--- config.mk ---
export PLATFORM = sky130hd
export DESIGN_NAME = rename_map
export DESIGN_NICKNAME = d
export VERILOG_FILES = /design/src/source/rv_isa_pkg.sv /design/src/source/ooo_cfg_pkg.sv /design/src/source/rename_map.sv
export SDC_FILE = /design/constraint.sdc
export NUM_CORES = 1
export LEC_CHECK = 0
export BUFFER_PORTS_ARGS = -buffer_cell sky130_fd_sc_hd__buf_4
export CORE_ASPECT_RATIO = 1.4
export CORE_MARGIN = 2
export CORE_UTILIZATION = 60
export CTS_CLUSTER_SIZE = 28
export DETAILED_ROUTE_END_ITERATION = 10
export PLACE_DENSITY_LB_ADDON = 0.25
export SLEW_MARGIN = 20
export SYNTH_ARGS = -nofsm -noshare
export SYNTH_HDL_FRONTEND = slang
export SYNTH_SLANG_ARGS = --single-unit
--- constraint.sdc ---
create_clock -name clock -period 5.05 [get_ports clock]
set_input_delay 1.01 -clock clock [delete_from_list [all_inputs] [get_ports clock]]
set_output_delay 1.01 -clock clock [all_outputs]
set_load 0.02 [all_outputs]
--- src/source/rv_isa_pkg.sv ---
`default_nettype none

package rv_isa_pkg;

    // major opcodes
    localparam logic [6:0] OP_REG = 7'b0110011;
    localparam logic [6:0] OP_IMM = 7'b0010011;

    // funct3 codes shared by both formats
    localparam logic [2:0] F3_ADD_SUB = 3'b000;
    localparam logic [2:0] F3_SLL     = 3'b001;
    localparam logic [2:0] F3_SLT     = 3'b010;
    localparam logic [2:0] F3_SLTU    = 3'b011;
    localparam logic [2:0] F3_XOR     = 3'b100;
    localparam logic [2:0] F3_SRL_SRA = 3'b101;
    localparam logic [2:0] F3_OR      = 3'b110;
    localparam logic [2:0] F3_AND     = 3'b111;

    localparam logic [6:0] F7_BASE = 7'b0000000;
    localparam logic [6:0] F7_ALT  = 7'b0100000; // sub, sra

    typedef struct packed {
        logic [6:0] funct7;
        logic [4:0] rs2;
        logic [4:0] rs1;
        logic [2:0] funct3;
        logic [4:0] rd;
        logic [6:0] opcode;
    } r_fmt_t;

    typedef struct packed {
        logic [11:0] imm;
        logic [4:0]  rs1;
        logic [2:0]  funct3;
        logic [4:0]  rd;
        logic [6:0]  opcode;
    } i_fmt_t;

    // one fetched word, seen as either format
    typedef union packed {
        r_fmt_t r;
        i_fmt_t i;
    } rv_inst_u;

    typedef enum logic [3:0] {
        ALU_ADD, ALU_SUB, ALU_AND, ALU_OR, ALU_XOR,
        ALU_SLL, ALU_SRL, ALU_SRA, ALU_SLT, ALU_SLTU
    } alu_op_e;

endpackage

`default_nettype wire

--- src/source/ooo_cfg_pkg.sv ---
`default_nettype none

package ooo_cfg_pkg;

    localparam int XLEN       = 32;
    localparam int AREG_COUNT = 32;
    localparam int PRF_SIZE   = 64;
    localparam int ROB_TAG_W  = 5;  // room for 32 entries

    typedef logic [XLEN-1:0]               data_t;
    typedef logic [$clog2(AREG_COUNT)-1:0] areg_t;
    typedef logic [$clog2(PRF_SIZE)-1:0]   preg_t;
    typedef logic [ROB_TAG_W-1:0]          rob_tag_t;

    typedef struct packed {
        logic  ready;
        preg_t preg;  // producer tag while not ready
        data_t value;
    } operand_t;

    typedef struct packed {
        rv_isa_pkg::alu_op_e op;
        operand_t            opnd_a;
        operand_t            opnd_b;
        preg_t               dest;
        logic                we;
        rob_tag_t            tag;
    } issue_req_t;

    typedef struct packed {
        logic     valid;
        preg_t    preg;
        logic     we;    // low for x0 destinations
        rob_tag_t tag;
        data_t    value;
    } cdb_t;

    typedef struct packed {
        logic  valid;
        data_t pc;
        areg_t dest;
        data_t value;
        logic  illegal;
    } commit_t;

endpackage

`default_nettype wire

--- src/source/rename_map.sv ---
`default_nettype none

module rename_map (
    input  wire logic               clock,
    input  wire logic               rst,
    input  wire logic               rename_en,
    input  ooo_cfg_pkg::areg_t      src_a,
    input  ooo_cfg_pkg::areg_t      src_b,
    input  ooo_cfg_pkg::areg_t      dest,
    output ooo_cfg_pkg::preg_t      src_a_preg,
    output ooo_cfg_pkg::preg_t      src_b_preg,
    output ooo_cfg_pkg::preg_t      new_preg,
    output ooo_cfg_pkg::preg_t      old_preg,
    output logic                    free_empty,
    input  wire logic               release_en,
    input  ooo_cfg_pkg::preg_t      release_preg
);

    // at most PRF_SIZE - AREG_COUNT registers are ever free
    localparam int FREE_DEPTH = ooo_cfg_pkg::PRF_SIZE - ooo_cfg_pkg::AREG_COUNT;
    localparam int FPTR_W     = $clog2(FREE_DEPTH);

    ooo_cfg_pkg::preg_t map_table [ooo_cfg_pkg::AREG_COUNT];
    ooo_cfg_pkg::preg_t free_fifo [FREE_DEPTH];
    logic [FPTR_W-1:0]  free_head;
    logic [FPTR_W-1:0]  free_tail;
    logic [FPTR_W:0]    free_count;
    logic               free_full;

    // lookups before this cycle's update
    assign src_a_preg = map_table[src_a];
    assign src_b_preg = map_table[src_b];
    assign old_preg   = map_table[dest];   // freed when this instr retires
    assign new_preg   = free_fifo[free_head];

    assign free_empty = (free_count == '0);
    assign free_full  = (free_count == (FPTR_W+1)'(FREE_DEPTH));

    always_ff @(posedge clock) begin
        if (rst) begin
            for (int i = 0; i < ooo_cfg_pkg::AREG_COUNT; i++) begin
                map_table[i] <= ooo_cfg_pkg::preg_t'(i);  // identity map
            end
            for (int i = 0; i < FREE_DEPTH; i++) begin
                free_fifo[i] <= ooo_cfg_pkg::preg_t'(ooo_cfg_pkg::AREG_COUNT + i);
            end
            free_head  <= '0;
            free_tail  <= '0;                        // wrapped, list is full
            free_count <= (FPTR_W+1)'(FREE_DEPTH);
        end else begin
            if (rename_en) begin
                map_table[dest] <= new_preg;
                free_head       <= free_head + 1'b1;  // pop
            end
            if (release_en) begin
                free_fifo[free_tail] <= release_preg;
                free_tail            <= free_tail + 1'b1;  // push
            end
            case ({rename_en, release_en})
                2'b10:   free_count <= free_count - 1'b1;
                2'b01:   free_count <= free_count + 1'b1;
                default: ;
            endcase
        end
    end

    // a retiring old register must always find room
    a_no_push_full: assert property (@(posedge clock) disable iff (rst)
        release_en |-> !free_full);

endmodule

`default_nettype wire

==> qor.csv <==
stage;metric;value;unit
status;status;finished, final reports clean;
floorplanning;Initial Util;60.85;%
sta;RSZ-0062 raised after global routing;false;
floorplanning;die area;37870;µm²
worst_setup_path;CP Launch Point;dest[0];
global_routing;GRT overflow;0;
worst_setup_path;critical path capture point type;output pin;
cells_and_area;layout cell share with drive strength beyond 1;24.53;%
worst_setup_path;worst reg-to-reg path cell count;7;
worst_setup_path;Critical Path RT;4040;ps
yosys;Synth Flop Type;edfxtp_1;
floorplanning;DIE HEIGHT;229.5;µm
power_and_ir_drop;LEAKAGE;7.026;nW
yosys;synth unique cells;49;
worst_setup_path;Crit path arrival time;3250;ps
power_and_ir_drop;PwrDens;324.5;nW/µm²
cells_and_area;area grow syn2layout;7.971;%
routing;vias per inst;6.817;
yosys;most frequent cell after synthesis;edfxtp_1;
power_and_ir_drop;Max rail drop VDD;0.2803;mV
placed_design;placer congestion estimate;1.005;
worst_setup_path;CP delay by family, top;buffers and inverters;
cells_and_area;non-filler cells, final;2073;
clock_network;Clk pin slew, worst setup/hold paths;60;ps
clock_network;Bufs on Longest Clock Path;3;
global_routing;global-route usage over all layers;32.14;%
sta;Setup violations, final;0;
worst_setup_path;Levels on crit path;5;
routing;antenna-violating nets left;0;
worst_setup_path;Worst setup SP type;primary input;
worst_setup_path;R2R Path End;map_table[16][4];
clock_network;total CTS buffers;39;
sta;Tcrit/Tclk final;84.27;%
placed_design;placed cells;2002;
clock_network;total clock sinks;405;
floorplanning;Core ar.;35810;µm²
clock_network;cts repair resizes;0;
yosys;synth top area cells;edfxtp_1 (53%), mux4_2 (17%), mux2i_1 (4.5%);
yosys;Post-Syn Area;21790;µm²
clock_network;CTS root buf;clkbuf_16;
sta;clk_skew;23.96;ps
yosys;Post-synth EDFFs;384;
sta;max_slew headroom;27.53;%
worst_setup_path;slowest cell on the critical path;buf_4;
floorplanning;# IOs;50;
yosys;synthesized area per cell;13.51;µm²
sta;achievable clock frequency;0.2350;GHz
yosys;Post-synth top cells;edfxtp_1 (384), mux4_2 (168), nor2_1 (157);
worst_setup_path;CP max stage delay;670;ps
worst_setup_path;crit-path cells;buf_4, mux4_2, a22oi_1, nand4_1, buf_4;
worst_setup_path;largest fanout on the critical path;49;
sta;Tmin final;4256;ps
yosys;top-area cell type share of the netlist area;52.93;%
sta;Slew Viols, Final;0;
sta;TNS Setup;0;ps
routing;TritonRoute pass-1 iters;5;
yosys;yosys warns;0;
yosys;Post-synth ARST share;0;%
floorplanning;Die Wd;165.1;µm
routing;drt initial violations;1672;
yosys;syn_nets;1650;
cells_and_area;Util after Layout;65.70;%
worst_setup_path;critical path class;in2out;
worst_setup_path;crit-path most repeated cell;buf_4;
sta;Final Hold Vio Count;0;
flow_run;Max Cap Viol;0;
clock_network;cts hold-fix bufs;0;
global_routing;first-pass GRT wire length;87.88;mm
yosys;Seq cells post-synth;405;
placed_design;# port buffers;49;
floorplanning;std cell rows;82;
routing;Via Count;14130;
worst_setup_path;Reg2Reg Setup Slack;1820;ps
clock_network;CTS tree;built;
clock_network;htree depth;2;
yosys;post-synthesis sequential area ratio;54.86;%
routing;final wirelength;59.25;mm
global_routing;vias in the first global route;14210;
clock_network;worst-skew pair later-pin latency;550;ps
hold_path;worst min path class;reg2reg;
worst_setup_path;worst path buffer plus inverter count;2;
yosys;post-synth top area cell;edfxtp_1;
global_routing;largest net degree at the start of global routing;67;
sta;Worst Tran Pin Value;1084;ps
placed_design;post-detail-place hpwl;40.90;mm
global_routing;initial antenna violation count;2;
routing;drt drc;0;
cells_and_area;layout net count;1618;
routing;drt wl/cell;28.58;µm
clock_network;number of post-CTS setup repair buffers;0;
worst_setup_path;CP endpoint;old_preg[5];
yosys;Synth Instances;1613;
[metal layers]
| layer | wire length, µm | vias to the layer above | GRT usage, % |
|---|---|---|---|
| met5 | 17 | - | 0 |
| met4 | 4867 | 2 | 22.53 |
| met3 | 5332 | 235 | 7.371 |
| met2 | 30020 | 819 | 54.09 |
| met1 | 19010 | 6993 | 35.66 |
| li1 | - | 6083 | - |
[layout by cell type (no fill, tap or decap), drive strengths merged, types with 4 or more instances in the layout]
| master | n |
|---|---|
| a22oi | 72 |
| mux4 | 168 |
| nand2b | 37 |
| buf | 80 |
| clkbuf | 51 |
| a21boi | 13 |
| nor2 | 186 |
| nand3 | 25 |
| nor2b | 7 |
| nand4 | 10 |
| nand3b | 4 |
| a21oi | 16 |
| mux2i | 98 |
| clkinv | 12 |
| xor2 | 7 |
| dfxtp | 21 |
| and2 | 37 |
| or4 | 7 |
| or2 | 40 |
| nor3 | 47 |
| ha | 11 |
| or3 | 62 |
| nand2 | 153 |
| inv | 19 |
| mux2 | 12 |
| edfxtp | 384 |
[sequential cells by signal, summed over array words and instances (netlist names), named ones only]
signal,cells
free_count,6
free_fifo,192
free_head,5
free_tail,5
map_table,192
[how the worst min path moves through the flow]
stage,startpoint,end,slack (ps),cells past startpoint
final,free_count[4],free_count[4],490,2
after global routing,free_count[4],free_count[4],510,2
after CTS,free_count[4],free_count[4],500,2
after detailed placement,free_count[4],free_count[4],490,2
after global placement,free_count[4],free_count[4],480,2
after floorplan,free_count[4],free_count[4],460,2
[metrics by stage]
| stage | total power [mW] | setup slack, ps | hold slack, ps | instance area, µm² |
|---|---|---|---|---|
| final | 7.633 | 794.3 | 494.2 | 23520 |
| after global routing | 7.848 | 704.0 | 512.5 | 23520 |
| after CTS | 7.635 | 817.4 | 495.9 | 23520 |
| after detailed placement | 4.827 | 822.2 | 487.0 | 22280 |
| after global placement | 4.810 | 851.7 | 479.9 | 22280 |
| after floorplan | 4.528 | 1185 | 458.4 | 21790 |
[power breakdown]
group          switching (mW)  total, mW  internal, mW
clock                    1.24       2.86          1.62
sequential             0.0824       3.83          3.75
combinational           0.581      0.946         0.366
total                    1.90       7.63          5.73
[final cells by class]
| cell class | count | area (µm²) |
|---|---|---|
| timing repair buffer | 80 | 638.1 |
| multi-input combinational | 1039 | 9050 |
| sequential | 405 | 11960 |
| inverter | 16 | 60.06 |
| clock buffer | 51 | 1074 |
| clock inverter | 19 | 166.4 |
| antenna | 1 | 2.502 |
| tap | 462 | 578.1 |
| fill | 2558 | 12280 |
[cells by family after synthesis]
kind of cell | synth area share [%]
AOI/OAI and AO/OA | 3.549
adders and majority gates | 0.7236
buffers and inverters | 3.687
xor gates and xnor gates | 0.4020
DFF | 54.86
muxes | 22.49
and+or+nand+nor | 14.29
[tightest hold or removal path, cell delays in order, from the launching register on]
cell and delay, ps:
dfxtp_1 330, nand2_1 70, a21oi_1 50
(Power assumes the default switching activity.)
