$ cat src/source/rv_isa_pkg.sv
`default_nettype none

package rv_isa_pkg;

    // major opcodes
    localparam logic [6:0] OP_REG = 7'b0110011;
    localparam logic [6:0] OP_IMM = 7'b0010011;

    // funct3 codes shared by both formats
    localparam logic [2:0] F3_ADD_SUB = 3'b000;
    localparam logic [2:0] F3_SLL     = 3'b001;
    localparam logic [2:0] F3_SLT     = 3'b010;
    localparam logic [2:0] F3_SLTU    = 3'b011;
    localparam logic [2:0] F3_XOR     = 3'b100;
    localparam logic [2:0] F3_SRL_SRA = 3'b101;
    localparam logic [2:0] F3_OR      = 3'b110;
    localparam logic [2:0] F3_AND     = 3'b111;

    localparam logic [6:0] F7_BASE = 7'b0000000;
    localparam logic [6:0] F7_ALT  = 7'b0100000; // sub, sra

    typedef struct packed {
        logic [6:0] funct7;
        logic [4:0] rs2;
        logic [4:0] rs1;
        logic [2:0] funct3;
        logic [4:0] rd;
        logic [6:0] opcode;
    } r_fmt_t;

    typedef struct packed {
        logic [11:0] imm;
        logic [4:0]  rs1;
        logic [2:0]  funct3;
        logic [4:0]  rd;
        logic [6:0]  opcode;
    } i_fmt_t;

    // one fetched word, seen as either format
    typedef union packed {
        r_fmt_t r;
        i_fmt_t i;
    } rv_inst_u;

    typedef enum logic [3:0] {
        ALU_ADD, ALU_SUB, ALU_AND, ALU_OR, ALU_XOR,
        ALU_SLL, ALU_SRL, ALU_SRA, ALU_SLT, ALU_SLTU
    } alu_op_e;

endpackage

`default_nettype wire

$ cat src/source/ooo_cfg_pkg.sv
`default_nettype none

package ooo_cfg_pkg;

    localparam int XLEN       = 32;
    localparam int AREG_COUNT = 32;
    localparam int PRF_SIZE   = 64;
    localparam int ROB_TAG_W  = 5;  // room for 32 entries

    typedef logic [XLEN-1:0]               data_t;
    typedef logic [$clog2(AREG_COUNT)-1:0] areg_t;
    typedef logic [$clog2(PRF_SIZE)-1:0]   preg_t;
    typedef logic [ROB_TAG_W-1:0]          rob_tag_t;

    typedef struct packed {
        logic  ready;
        preg_t preg;  // producer tag while not ready
        data_t value;
    } operand_t;

    typedef struct packed {
        rv_isa_pkg::alu_op_e op;
        operand_t            opnd_a;
        operand_t            opnd_b;
        preg_t               dest;
        logic                we;
        rob_tag_t            tag;
    } issue_req_t;

    typedef struct packed {
        logic     valid;
        preg_t    preg;
        logic     we;    // low for x0 destinations
        rob_tag_t tag;
        data_t    value;
    } cdb_t;

    typedef struct packed {
        logic  valid;
        data_t pc;
        areg_t dest;
        data_t value;
        logic  illegal;
    } commit_t;

endpackage

`default_nettype wire

$ cat src/source/alu_station.sv
`default_nettype none

module alu_station #(
    parameter int RS_DEPTH = 8
) (
    input  wire logic                   clock,
    input  wire logic                   rst,
    input  wire logic                   dispatch_en,
    input  ooo_cfg_pkg::issue_req_t     req,
    output logic                        full,
    output ooo_cfg_pkg::cdb_t           cdb
);

    localparam int IDX_W = (RS_DEPTH > 1) ? $clog2(RS_DEPTH) : 1;

    ooo_cfg_pkg::issue_req_t    entries [RS_DEPTH];
    logic [RS_DEPTH-1:0]        valid;
    logic [RS_DEPTH-1:0]        older_mask [RS_DEPTH];  // row i = entries older than i
    logic [RS_DEPTH-1:0]        rdy;
    logic [RS_DEPTH-1:0]        issue_sel;
    logic                       issue_any;
    logic [IDX_W-1:0]           issue_idx;
    logic [IDX_W-1:0]           free_idx;
    ooo_cfg_pkg::issue_req_t    req_woken;

    // capture a matching broadcast into a waiting operand
    function automatic ooo_cfg_pkg::operand_t wake(ooo_cfg_pkg::operand_t o,
                                                   ooo_cfg_pkg::cdb_t bus);
        ooo_cfg_pkg::operand_t r;
        r = o;
        if (!o.ready && bus.valid && bus.we && (bus.preg == o.preg)) begin
            r.ready = 1'b1;
            r.value = bus.value;
        end
        return r;
    endfunction

    function automatic ooo_cfg_pkg::data_t alu_exec(rv_isa_pkg::alu_op_e op,
                                                    ooo_cfg_pkg::data_t a,
                                                    ooo_cfg_pkg::data_t b);
        case (op)
            rv_isa_pkg::ALU_SUB:  return a - b;
            rv_isa_pkg::ALU_AND:  return a & b;
            rv_isa_pkg::ALU_OR:   return a | b;
            rv_isa_pkg::ALU_XOR:  return a ^ b;
            rv_isa_pkg::ALU_SLL:  return a << b[4:0];
            rv_isa_pkg::ALU_SRL:  return a >> b[4:0];
            rv_isa_pkg::ALU_SRA:  return $signed(a) >>> b[4:0];
            rv_isa_pkg::ALU_SLT:  return {31'b0, $signed(a) < $signed(b)};
            rv_isa_pkg::ALU_SLTU: return {31'b0, a < b};
            default:              return a + b;
        endcase
    endfunction

    //////////////////////////////////////////////////
    // select
    //////////////////////////////////////////////////

    always_comb begin
        issue_idx = '0;
        free_idx  = '0;
        for (int i = 0; i < RS_DEPTH; i++) begin
            rdy[i] = valid[i] && entries[i].opnd_a.ready && entries[i].opnd_b.ready;
        end
        for (int i = 0; i < RS_DEPTH; i++) begin
            issue_sel[i] = rdy[i] && !(|(older_mask[i] & rdy));  // no older ready one
        end
        for (int i = RS_DEPTH - 1; i >= 0; i--) begin
            if (issue_sel[i]) issue_idx = IDX_W'(i);
            if (!valid[i])    free_idx  = IDX_W'(i);   // lowest free slot
        end
        issue_any        = |rdy;
        req_woken        = req;
        req_woken.opnd_a = wake(req.opnd_a, cdb);
        req_woken.opnd_b = wake(req.opnd_b, cdb);
    end

    assign full = &valid;

    //////////////////////////////////////////////////
    // entry storage
    //////////////////////////////////////////////////

    always_ff @(posedge clock) begin
        for (int i = 0; i < RS_DEPTH; i++) begin
            entries[i].opnd_a <= wake(entries[i].opnd_a, cdb);
            entries[i].opnd_b <= wake(entries[i].opnd_b, cdb);
        end
        if (dispatch_en) entries[free_idx] <= req_woken;
    end

    always_ff @(posedge clock) begin
        if (rst) begin
            valid <= '0;
            for (int i = 0; i < RS_DEPTH; i++) older_mask[i] <= '0;
        end else begin
            valid <= valid & ~issue_sel;
            if (dispatch_en) begin
                valid[free_idx] <= 1'b1;
                for (int j = 0; j < RS_DEPTH; j++) begin
                    older_mask[j][free_idx] <= 1'b0;  // newcomer is younger than all
                end
                older_mask[free_idx] <= valid & ~issue_sel;
            end
        end
    end

    // single cycle alu, result register feeds the bus
    always_ff @(posedge clock) begin
        if (rst) begin
            cdb.valid <= 1'b0;
        end else begin
            cdb.valid <= issue_any;
            cdb.preg  <= entries[issue_idx].dest;
            cdb.we    <= entries[issue_idx].we;
            cdb.tag   <= entries[issue_idx].tag;
            cdb.value <= alu_exec(entries[issue_idx].op,
                                  entries[issue_idx].opnd_a.value,
                                  entries[issue_idx].opnd_b.value);
        end
    end

    // top level must stall before the station overflows
    a_no_dispatch_full: assert property (@(posedge clock) disable iff (rst)
        dispatch_en |-> !full);

endmodule

`default_nettype wire

$ cat config.mk
export PLATFORM = sky130hd
export DESIGN_NAME = alu_station
export DESIGN_NICKNAME = d
export VERILOG_FILES = /design/src/source/rv_isa_pkg.sv /design/src/source/ooo_cfg_pkg.sv /design/src/source/alu_station.sv
export SDC_FILE = /design/constraint.sdc
export NUM_CORES = 2
export LEC_CHECK = 0
export BUFFER_PORTS_ARGS = -buffer_cell sky130_fd_sc_hd__buf_2
export CELL_PAD_IN_SITES_DETAIL_PLACEMENT = 0
export CELL_PAD_IN_SITES_GLOBAL_PLACEMENT = 1
export CORE_ASPECT_RATIO = 0.5
export CORE_UTILIZATION = 47
export DETAILED_ROUTE_END_ITERATION = 8
export PLACE_DENSITY_LB_ADDON = 0.08
export SYNTH_ARGS = -nofsm -noshare
export SYNTH_HDL_FRONTEND = slang
export SYNTH_SLANG_ARGS = --single-unit
export TNS_END_PERCENT = 1
$ cat constraint.sdc
create_clock -name clock -period 7.6 [get_ports clock]
set_input_delay 1.52 -clock clock [delete_from_list [all_inputs] [get_ports clock]]
set_output_delay 1.52 -clock clock [all_outputs]
set_load 0.005 [all_outputs]
==> flow_summary.yaml <==
outcome:
  outcome: "complete, no violations"
yosys:
  netlist.area_leader.share_pct: 51.5
  synth_edf_count: 844
  syn_inst: 4227
  async_flop_share_pct: 0
  synth_area_um2: 49200
  yosys-top-cells-area: "edfxtp_1 (52%), mux2_2 (12%), mux2i_1 (4.6%)"
  synth_top_area_cell: "edfxtp_1"
  synth.most_common_cell: "edfxtp_1"
  synth_common_cells: "edfxtp_1 (844), mux2_2 (538), nand2_1 (488), nor2_1 (243), mux2i_1 (224)"
  synth_seq_area_share_pct: 52.6
  synth.distinct_cells: 98
  yosysWarningCount: 0
  ys_ff_latch: 869
  post_synth.cell_area_avg_um2: 11.6
  synth_ff_type: "edfxtp_1"
global_route:
  gr-total-overflow: 0
  grt_max_degree: 67
  grt_util_all_layers_pct: 34.0
  grt_pass1_wl_mm: 259
  antenna_found_initial: 12
  grt_pass1_vias: 35000
worst_setup_path:
  critical_path_arrival_ns: 7.82
  cp-end-kind: "flop"
  critPathRequiredTime_ns: 8.11
  startpoint_type: "flop"
  cp_max_fo: 12
  slowest_stage: "dfxtp_1"
  critical_path.max_stage_delay_ns: 0.53
  critical_path_class: "reg -> reg"
routing:
  wl_mm: 182
  drc_errors: 0
  via_per_inst: 6.32
  antenna_left: 0
  drt-pass1-iter-count: 9
  vias: 37000
  avgRoutedWirePerCell_um: 31.1
  dr.first_iter.drc_count: 4447
sta:
  fin_crit_ns: 7.30
  setup_viol: 0
  hold_ws_ns: 0.484
  max_freq_mhz: 137
  rsz0062_at_grt: "no"
  relSlewSlack_pct: 16.3
  worst_slew_pin_slew_ns: 1.25
  clock_skew_ns: 0.0463
  tns_ns: 0
  setup_ws_ns: 0.297
  hold_viol: 0
  slew_viol_final: 0
  min_period_over_period_pct: 96.1
power:
  p_leak_nw: 20.0
  power.density_nw_per_um2: 283
  ir_worst_vdd_v: 0.000235
  total_power_mw: 15.7
cells_and_area:
  drive_above_1_share_pct: 26.7
  fin_area_um2: 55500
  nets: 4589
  syn_to_final_growth_pct: 12.8
  postLayoutCoreUtil_pct: 53.8
  final_cells: 5859
  n_fill_cell: 9007
clocking:
  clk-insertion-delay-late_ns: 0.70
  cts_buffer_depth: 3
  tritoncts: "done"
  cts_buffers: 83
  cts.sinks: 869
  clk_pin_slew_ns: 0.07
  htree_levels: 3
  cts_root_buf: "clkbuf_16"
floorplanning:
  fp.dieW_um: 459
  die-area_um2: 106000
  die_y_um: 231
  std_cell_rows: 83
  ioPinCount: 143
  initial_utilization_pct: 47.7
  core_area_um2: 103000
placement:
  gp_congestion: 1.01
  post_dp_cell_area_um2: 52600
  portBuffers: 142
  post-place-cells: 5702
  dpl.hpwl_mm: 124
  dp_slack_ns: -0.161
flow_run:
  drv_cap: 0
hold_path:
  hold_class: "reg -> reg"
==> layout make-up <==
class | count | area (um2) | area share (%)
multi-input cells | 2918 | 22000 | 39.7
diodes | 2 | 5.00 | 0.00903
flip-flops and latches | 869 | 25800 | 46.6
clock buffers | 111 | 2180 | 3.94
well taps | 1402 | 1750 | 3.16
clock inverters | 36 | 459 | 0.828
inverters | 132 | 495 | 0.894
repair buffers | 389 | 2700 | 4.86
==> timing repair <==
action,in CTS,in global routing
hold buffers,0,0
pin swaps,1,6
resized for setup,6,27
setup buffers,0,8
endpoints found under the setup margin,3,9
==> registers in the layout (all words and copies together) (netlist names) <==
register and count:
cdb 45, entries 752, older_mask 64, valid 8
==> report_power, final <==
| group | leakage [nW] | switching, mW | internal [mW] |
|---|---|---|---|
| registers | 8.01 | 0.278 | 5.82 |
| logic | 10.7 | 3.30 | 2.08 |
| clock network | 1.26 | 1.94 | 2.25 |
| total | 20.0 | 5.52 | 10.2 |
==> path summary, 6_finish.rpt <==
path	start	endpoint	slack, ns	cells past startpoint
worst min-delay path	valid[4]	valid[4]	0.48	2
worst min register to register	valid[4]	valid[4]	0.48	2
worst max-delay path	valid[3]	cdb[28]	0.30	30
worst max register to register	valid[3]	cdb[28]	0.30	30
==> routing by layer <==
layer	track usage [%]	up-vias	routed length, um
met3	6.13	244	15900
met5	0	-	45
met1	50.5	18800	81700
li1	-	16200	-
met2	50.3	1727	78700
met4	10.3	8	5990
==> cells by family (layout without fill, tap and decap cells) <==
kind of cell	after synthesis	after routing	share of synthesized area (%)
compound gates	752	752	11.0
flops	869	869	52.6
xor+xnor	126	126	2.24
mux	777	777	17.3
simple gates	1157	1157	10.6
other cells	1	9	0.00763
fa+ha+maj	99	99	2.55
buf+inv	446	668	3.72
==> critical path, delay by kind of cell (launching register included) <==
family | cells | cell delay (ns)
flip-flops | 1 | 0.53
multiplexers | 1 | 0.37
AO/OA/AOI/OAI | 16 | 3.47
adder cells (fa/ha/maj) | 2 | 0.50
AND/OR/NAND/NOR | 6 | 1.32
buffers and inverters | 5 | 0.90
==> placed cells by master (no fill, tap or decap), types with 50 or more instances in the layout <==
cell type	netlist	routed
inv_1	126	125
mux2i_1	224	223
a21oi_1	130	128
a22oi_1	67	67
xor2_1	53	53
ha_1	97	96
buf_4	8	235
o21ai_0	129	119
nand4_1	50	50
nand3_1	181	179
edfxtp_1	844	844
nor2_1	243	225
mux2_2	538	538
clkbuf_16	0	83
xnor2_1	73	73
a211oi_1	70	68
nand2_1	488	485
buf_2	40	142
No activity file was read; power rests on OpenSTA's default activity.
