## src/source/rv_isa_pkg.sv

```systemverilog
`default_nettype none

package rv_isa_pkg;

    // major opcodes
    localparam logic [6:0] OP_REG = 7'b0110011;
    localparam logic [6:0] OP_IMM = 7'b0010011;

    // funct3 codes shared by both formats
    localparam logic [2:0] F3_ADD_SUB = 3'b000;
    localparam logic [2:0] F3_SLL     = 3'b001;
    localparam logic [2:0] F3_SLT     = 3'b010;
    localparam logic [2:0] F3_SLTU    = 3'b011;
    localparam logic [2:0] F3_XOR     = 3'b100;
    localparam logic [2:0] F3_SRL_SRA = 3'b101;
    localparam logic [2:0] F3_OR      = 3'b110;
    localparam logic [2:0] F3_AND     = 3'b111;

    localparam logic [6:0] F7_BASE = 7'b0000000;
    localparam logic [6:0] F7_ALT  = 7'b0100000; // sub, sra

    typedef struct packed {
        logic [6:0] funct7;
        logic [4:0] rs2;
        logic [4:0] rs1;
        logic [2:0] funct3;
        logic [4:0] rd;
        logic [6:0] opcode;
    } r_fmt_t;

    typedef struct packed {
        logic [11:0] imm;
        logic [4:0]  rs1;
        logic [2:0]  funct3;
        logic [4:0]  rd;
        logic [6:0]  opcode;
    } i_fmt_t;

    // one fetched word, seen as either format
    typedef union packed {
        r_fmt_t r;
        i_fmt_t i;
    } rv_inst_u;

    typedef enum logic [3:0] {
        ALU_ADD, ALU_SUB, ALU_AND, ALU_OR, ALU_XOR,
        ALU_SLL, ALU_SRL, ALU_SRA, ALU_SLT, ALU_SLTU
    } alu_op_e;

endpackage

`default_nettype wire

```

## src/source/ooo_cfg_pkg.sv

```systemverilog
`default_nettype none

package ooo_cfg_pkg;

    localparam int XLEN       = 32;
    localparam int AREG_COUNT = 32;
    localparam int PRF_SIZE   = 64;
    localparam int ROB_TAG_W  = 5;  // room for 32 entries

    typedef logic [XLEN-1:0]               data_t;
    typedef logic [$clog2(AREG_COUNT)-1:0] areg_t;
    typedef logic [$clog2(PRF_SIZE)-1:0]   preg_t;
    typedef logic [ROB_TAG_W-1:0]          rob_tag_t;

    typedef struct packed {
        logic  ready;
        preg_t preg;  // producer tag while not ready
        data_t value;
    } operand_t;

    typedef struct packed {
        rv_isa_pkg::alu_op_e op;
        operand_t            opnd_a;
        operand_t            opnd_b;
        preg_t               dest;
        logic                we;
        rob_tag_t            tag;
    } issue_req_t;

    typedef struct packed {
        logic     valid;
        preg_t    preg;
        logic     we;    // low for x0 destinations
        rob_tag_t tag;
        data_t    value;
    } cdb_t;

    typedef struct packed {
        logic  valid;
        data_t pc;
        areg_t dest;
        data_t value;
        logic  illegal;
    } commit_t;

endpackage

`default_nettype wire

```

## src/source/reorder_buffer.sv

```systemverilog
`default_nettype none

module reorder_buffer #(
    parameter int ROB_DEPTH = 16
) (
    input  wire logic               clock,
    input  wire logic               rst,
    input  wire logic               alloc_en,
    input  ooo_cfg_pkg::data_t      alloc_pc,
    input  ooo_cfg_pkg::areg_t      alloc_dest,
    input  ooo_cfg_pkg::preg_t      alloc_old_preg,
    input  wire logic               alloc_has_dest,
    input  wire logic               alloc_illegal,
    output ooo_cfg_pkg::rob_tag_t   tail_tag,
    output logic                    full,
    input  ooo_cfg_pkg::cdb_t       cdb,
    output ooo_cfg_pkg::commit_t    commit,
    output logic                    release_en,
    output ooo_cfg_pkg::preg_t      release_preg
);

    localparam int IDX_W = $clog2(ROB_DEPTH);

    typedef struct packed {
        ooo_cfg_pkg::data_t pc;
        ooo_cfg_pkg::areg_t dest;
        ooo_cfg_pkg::preg_t old_preg;
        logic               has_dest;
        logic               illegal;
        ooo_cfg_pkg::data_t value;
    } rob_entry_t;

    rob_entry_t             entries [ROB_DEPTH];
    logic [ROB_DEPTH-1:0]   busy;
    logic [ROB_DEPTH-1:0]   done;
    logic [IDX_W-1:0]       head;
    logic [IDX_W-1:0]       tail;
    logic [IDX_W:0]         count;
    logic [IDX_W-1:0]       cdb_idx;

    assign cdb_idx  = cdb.tag[IDX_W-1:0];
    assign tail_tag = ooo_cfg_pkg::rob_tag_t'(tail);
    assign full     = (count == (IDX_W+1)'(ROB_DEPTH));

    always_comb begin
        commit.valid   = busy[head] && done[head];
        commit.pc      = entries[head].pc;
        commit.dest    = entries[head].dest;
        commit.value   = entries[head].has_dest ? entries[head].value : '0;  // x0 reads 0
        commit.illegal = entries[head].illegal;
    end

    assign release_en   = commit.valid && entries[head].has_dest;
    assign release_preg = entries[head].old_preg;

    always_ff @(posedge clock) begin
        if (alloc_en) begin
            entries[tail] <= '{alloc_pc, alloc_dest, alloc_old_preg,
                               alloc_has_dest, alloc_illegal, '0};
        end
        if (cdb.valid) entries[cdb_idx].value <= cdb.value;
    end

    always_ff @(posedge clock) begin
        if (rst) begin
            busy  <= '0;
            done  <= '0;
            head  <= '0;
            tail  <= '0;
            count <= '0;
        end else begin
            if (commit.valid) begin
                busy[head] <= 1'b0;
                head       <= head + 1'b1;
            end
            if (alloc_en) begin
                busy[tail] <= 1'b1;
                done[tail] <= alloc_illegal;  // nothing to execute
                tail       <= tail + 1'b1;
            end
            if (cdb.valid) done[cdb_idx] <= 1'b1;
            case ({alloc_en, commit.valid})
                2'b10:   count <= count + 1'b1;
                2'b01:   count <= count - 1'b1;
                default: ;
            endcase
        end
    end

    // results only come back for live entries
    a_cdb_busy: assert property (@(posedge clock) disable iff (rst)
        cdb.valid |-> busy[cdb_idx]);

endmodule

`default_nettype wire

```

## config.mk

```make
export PLATFORM = sky130hd
export DESIGN_NAME = reorder_buffer
export DESIGN_NICKNAME = d
export VERILOG_FILES = /design/src/source/rv_isa_pkg.sv /design/src/source/ooo_cfg_pkg.sv /design/src/source/reorder_buffer.sv
export SDC_FILE = /design/constraint.sdc
export NUM_CORES = 1
export LEC_CHECK = 0
export ABC_AREA = 1
export BUFFER_PORTS_ARGS = -buffer_cell sky130_fd_sc_hd__buf_2
export CORE_ASPECT_RATIO = 0.9
export CORE_MARGIN = 1.5
export CORE_UTILIZATION = 35
export DETAILED_ROUTE_END_ITERATION = 6
export GPL_TIMING_DRIVEN = 0
export PLACE_DENSITY_LB_ADDON = 0.3
export SKIP_LAST_GASP = 1
export SLEW_MARGIN = 10
export SYNTH_ARGS = -nofsm -noshare
export SYNTH_HDL_FRONTEND = slang
export SYNTH_SLANG_ARGS = --single-unit
```

## constraint.sdc

```tcl
create_clock -name clock -period 5.2 [get_ports clock]
set_input_delay 0.52 -clock clock [delete_from_list [all_inputs] [get_ports clock]]
set_output_delay 0.52 -clock clock [all_outputs]
set_load 0.01 [all_outputs]
```

==> flow_metrics.py <==
metrics = {
    "pwr": {
        "switching_share_pct": 24.4,
        "p_int_uw": 17400,
        "combPwrFrac_pct": 7.8,
        "power_frac_clock_pct": 42.4,
        "power.density_mw_per_mm2": 371,
        "seqPwrFrac_pct": 49.8,
        "power.total_uw": 23000,
        "p_sw_uw": 5620,
        "peakVddDrop_v": 0.000343,
        "power_leakage_uw": 0.0212,
    },
    "final_layout": {
        "area_delta_synth_final_pct": 17.0,
        "register_area_mm2": 0.0380,
        "multi_input_area_mm2": 0.0130,
        "nets": 5015,
        "drive_gt1_share_pct": 11.1,
        "finalInstanceArea_mm2": 0.0621,
        "nFillCells": 14200,
    },
    "placement": {
        "io_buffers": 167,
        "dp_hpwl_um": 132000,
        "placed_area_mm2": 0.0576,
        "gp_congestion": 0.916,
    },
    "synthesis": {
        "avgSynthCellArea_um2": 11.7,
        "synth_area_leader_cell": "edfxtp_1",
        "yosysMostFrequentCell": "nor2_1",
        "synth-main-ff-cell": "edfxtp_1",
        "async_flop_share_pct": 0,
        "synth_cells": 4553,
        "yosys_warnings": 0,
        "synth_fp_nets": 4657,
        "synth_top_area_share_pct": 69.7,
        "synth_cell_type_count": 26,
        "yosys-top-cells-count": "1,321 x nor2_1, 1,232 x edfxtp_1, 603 x o21ai_0, 201 x clkbuf_1, 179 x inv_1",
        "synth-seq-cells": 1281,
        "syn_area_mm2": 0.0531,
        "seq_area_frac_synth_pct": 71.6,
        "synth_edf_count": 1232,
        "ys_top_cells_by_area": "edfxtp_1 70%, nor2_1 9.3%, o21ai_0 5.7%",
    },
    "min_path": {
        "hold_end": "count[2]$_SDFFE_PP0P_",
        "hold_depth": 4,
        "min-delay-start": "rst",
        "hp-class": "input port to flip-flop",
    },
    "drt": {
        "num_vias": 39800,
        "drc_errors": 2,
        "wl_um": 196000,
        "wl_per_cell_um": 27.9,
        "drt_iter0_drc": 6137,
        "drt-pass1-iter-count": 7,
        "routed_via_density": 5.68,
        "ant_nets": 0,
    },
    "floorplanning": {
        "die_width_um": 413,
        "rows": 135,
        "start_util_pct": 35.2,
        "io_pins": 177,
        "die_area_mm2": 0.154,
        "core_mm2": 0.151,
        "die_y_um": 372,
    },
    "clocking": {
        "clock_latency_ns": 0.79,
        "post_cts_buffers": 0,
        "cts_root_buf": "clkbuf_16",
        "cts_buffers": 139,
        "clockBufferDepth": 3,
        "cts_tree": "built",
        "clock_sinks": 1281,
        "path_clk_slew_ns": 0.06,
        "cts_resized": 0,
        "htreeDepth": 4,
        "ctsHoldBuffers": 0,
    },
    "grt": {
        "track_usage_pct": 24.9,
        "grt_antenna_before_repair": 25,
        "grt_pass1_vias": 37000,
        "grt_overflow": 0,
        "grt_max_degree": 24,
        "grt_pass1_wl_um": 271000,
    },
    "setup_path": {
        "worstPathRequired_ns": 4.68,
        "critPathLaunchType": "flip-flop",
        "end_kind": "output port",
        "r2r-start": "head[0]$_SDFFE_PP0N_",
        "critical_path_class": "flip-flop to output port",
        "rr_endpoint": "count[4]$_SDFFE_PP0P_",
        "worstRegToRegCells": 20,
        "reg2reg_slack_ns": 1.59,
        "cp.arrival_ns": 4.35,
        "critPathMaxFanout": 10,
    },
    "status": {
        "status": "finished with violations",
        "violations": "DRC",
    },
    "sta": {
        "fmax_ghz": 0.205,
        "worst_pin_slew_ns": 1.42,
        "finalCriticalPeriod_ns": 4.87,
        "hold_viol_final": 0,
        "clock_skew_ns": 0.0252,
        "maxSlewHeadroom_pct": 5.55,
        "rsz0062_at_grt": "false",
        "finalSetupTns_ns": 0,
        "setup_violations": 0,
        "period_share_pct": 93.6,
        "drv_slew": 0,
    },
    "run": {
        "max-cap-violations": 0,
    },
}
[critical path: stages, from the launching register on]
cell	delay (ns)
dfxtp_1	0.56
buf_2	0.44
clkbuf_1	0.91
clkbuf_1	0.74
o221ai_1	0.28
nand3_1	0.28
nand2_1	0.17
buf_2	0.17
[per-layer routing]
| metal | track usage (%) | wire [um] | vias to the layer above | share of wire, % |
|---|---|---|---|---|
| met1 | 34.1 | 76900 | 19700 | 39 |
| met3 | 6.52 | 24300 | 472 | 12 |
| met4 | 11.0 | 8860 | 14 | 4.5 |
| li1 | - | - | 17000 | - |
| met5 | 0 | 86 | - | 0.044 |
| met2 | 37.3 | 85500 | 2627 | 44 |
[registers in the layout (all words and copies together) (netlist names), named ones only]
name     flops
head         4
busy        16
count        5
done        16
entries   1232
tail         4
[cells in the final DEF, fill, tap and decap left out, types with 3 or more instances in the layout]
| cell type | count |
|---|---|
| clkinv_2 | 25 |
| nand2_2 | 18 |
| o221ai_1 | 130 |
| dfxtp_1 | 49 |
| o211ai_1 | 107 |
| inv_2 | 3 |
| o21ai_1 | 143 |
| buf_6 | 7 |
| inv_16 | 4 |
| nand3_1 | 81 |
| a21oi_1 | 34 |
| ha_1 | 11 |
| buf_4 | 16 |
| o21ai_0 | 603 |
| clkinv_1 | 32 |
| xor2_1 | 8 |
| nand2_1 | 154 |
| clkbuf_1 | 226 |
| clkbuf_2 | 3 |
| bufinv_16 | 10 |
| clkbuf_16 | 142 |
| buf_1 | 47 |
| diode_2 | 3 |
| nor2_1 | 1305 |
| o22ai_1 | 120 |
| inv_6 | 5 |
| buf_2 | 246 |
| edfxtp_1 | 1232 |
| inv_1 | 179 |
| nor2_4 | 16 |
| buf_16 | 14 |
| clkinvlp_4 | 8 |
| clkinv_8 | 3 |
| buf_12 | 36 |
[power groups by stage]
stage / combinational (uW) / sequential (uW) / clock (uW)
global placement: 1690 / 11700 / 0
floorplan: 856 / 11700 / 0
CTS: 1760 / 11500 / 9790
finish: 1800 / 11500 / 9760
detailed placement: 1760 / 11700 / 0
global route: 1900 / 11500 / 10200
[cell families after synthesis]
logic type	count (synthesis)	synth area share [%]
buffers and inverters	537	4.20
XOR/XNOR	8	0.132
other	1	0.00707
flip-flops	1281	71.6
adder cells (fa/ha/maj)	11	0.259
AND/OR/NAND/NOR	1576	11.4
AO/OA/AOI/OAI	1139	12.5
[how the worst max path moves through the flow]
stage	startpoint	to	slack [ns]	cells after the start
floorplan	tail[1]$_SDFFE_PP0P_	entries[4][0]$_DFFE_PP_	1.05	6
global placement	alloc_en	entries[11][6]$_DFFE_PP_	-3.83	5
detailed placement	flip-flop	release_preg[2]	1.18	7
CTS	flip-flop	release_preg[2]	0.35	7
global route	flip-flop	release_preg[2]	0.33	7
finish	flip-flop	release_preg[2]	0.33	7
[metrics by stage]
stage          instances  util (%)  worst slack, ns  hold WS, ns
6_report            7011      41.2            0.334       0.0749
4_1_cts             7008      41.2            0.350       0.0290
3_5_place_dp        6756      38.3             1.18        0.455
3_3_place_gp        6706      37.5            -3.83        0.451
2_1_floorplan       4553         -             1.05        0.439
5_1_grt             7010      41.2            0.329       0.0758
[layout make-up]
| cell class | instances | share of cell area (%) |
|---|---|---|
| Antenna cell | 3 | 0.0121 |
| Clock buffer | 169 | 5.89 |
| Clock inverter | 83 | 1.23 |
| Multi-Input combinational cell | 2735 | 21.0 |
| Tap cell | 1986 | 4.00 |
| Timing Repair Buffer | 217 | 3.13 |
| Inverter | 186 | 1.12 |
| Buffer | 351 | 2.47 |
| Sequential cell | 1281 | 61.2 |
Power figures use the tool's default switching activity.
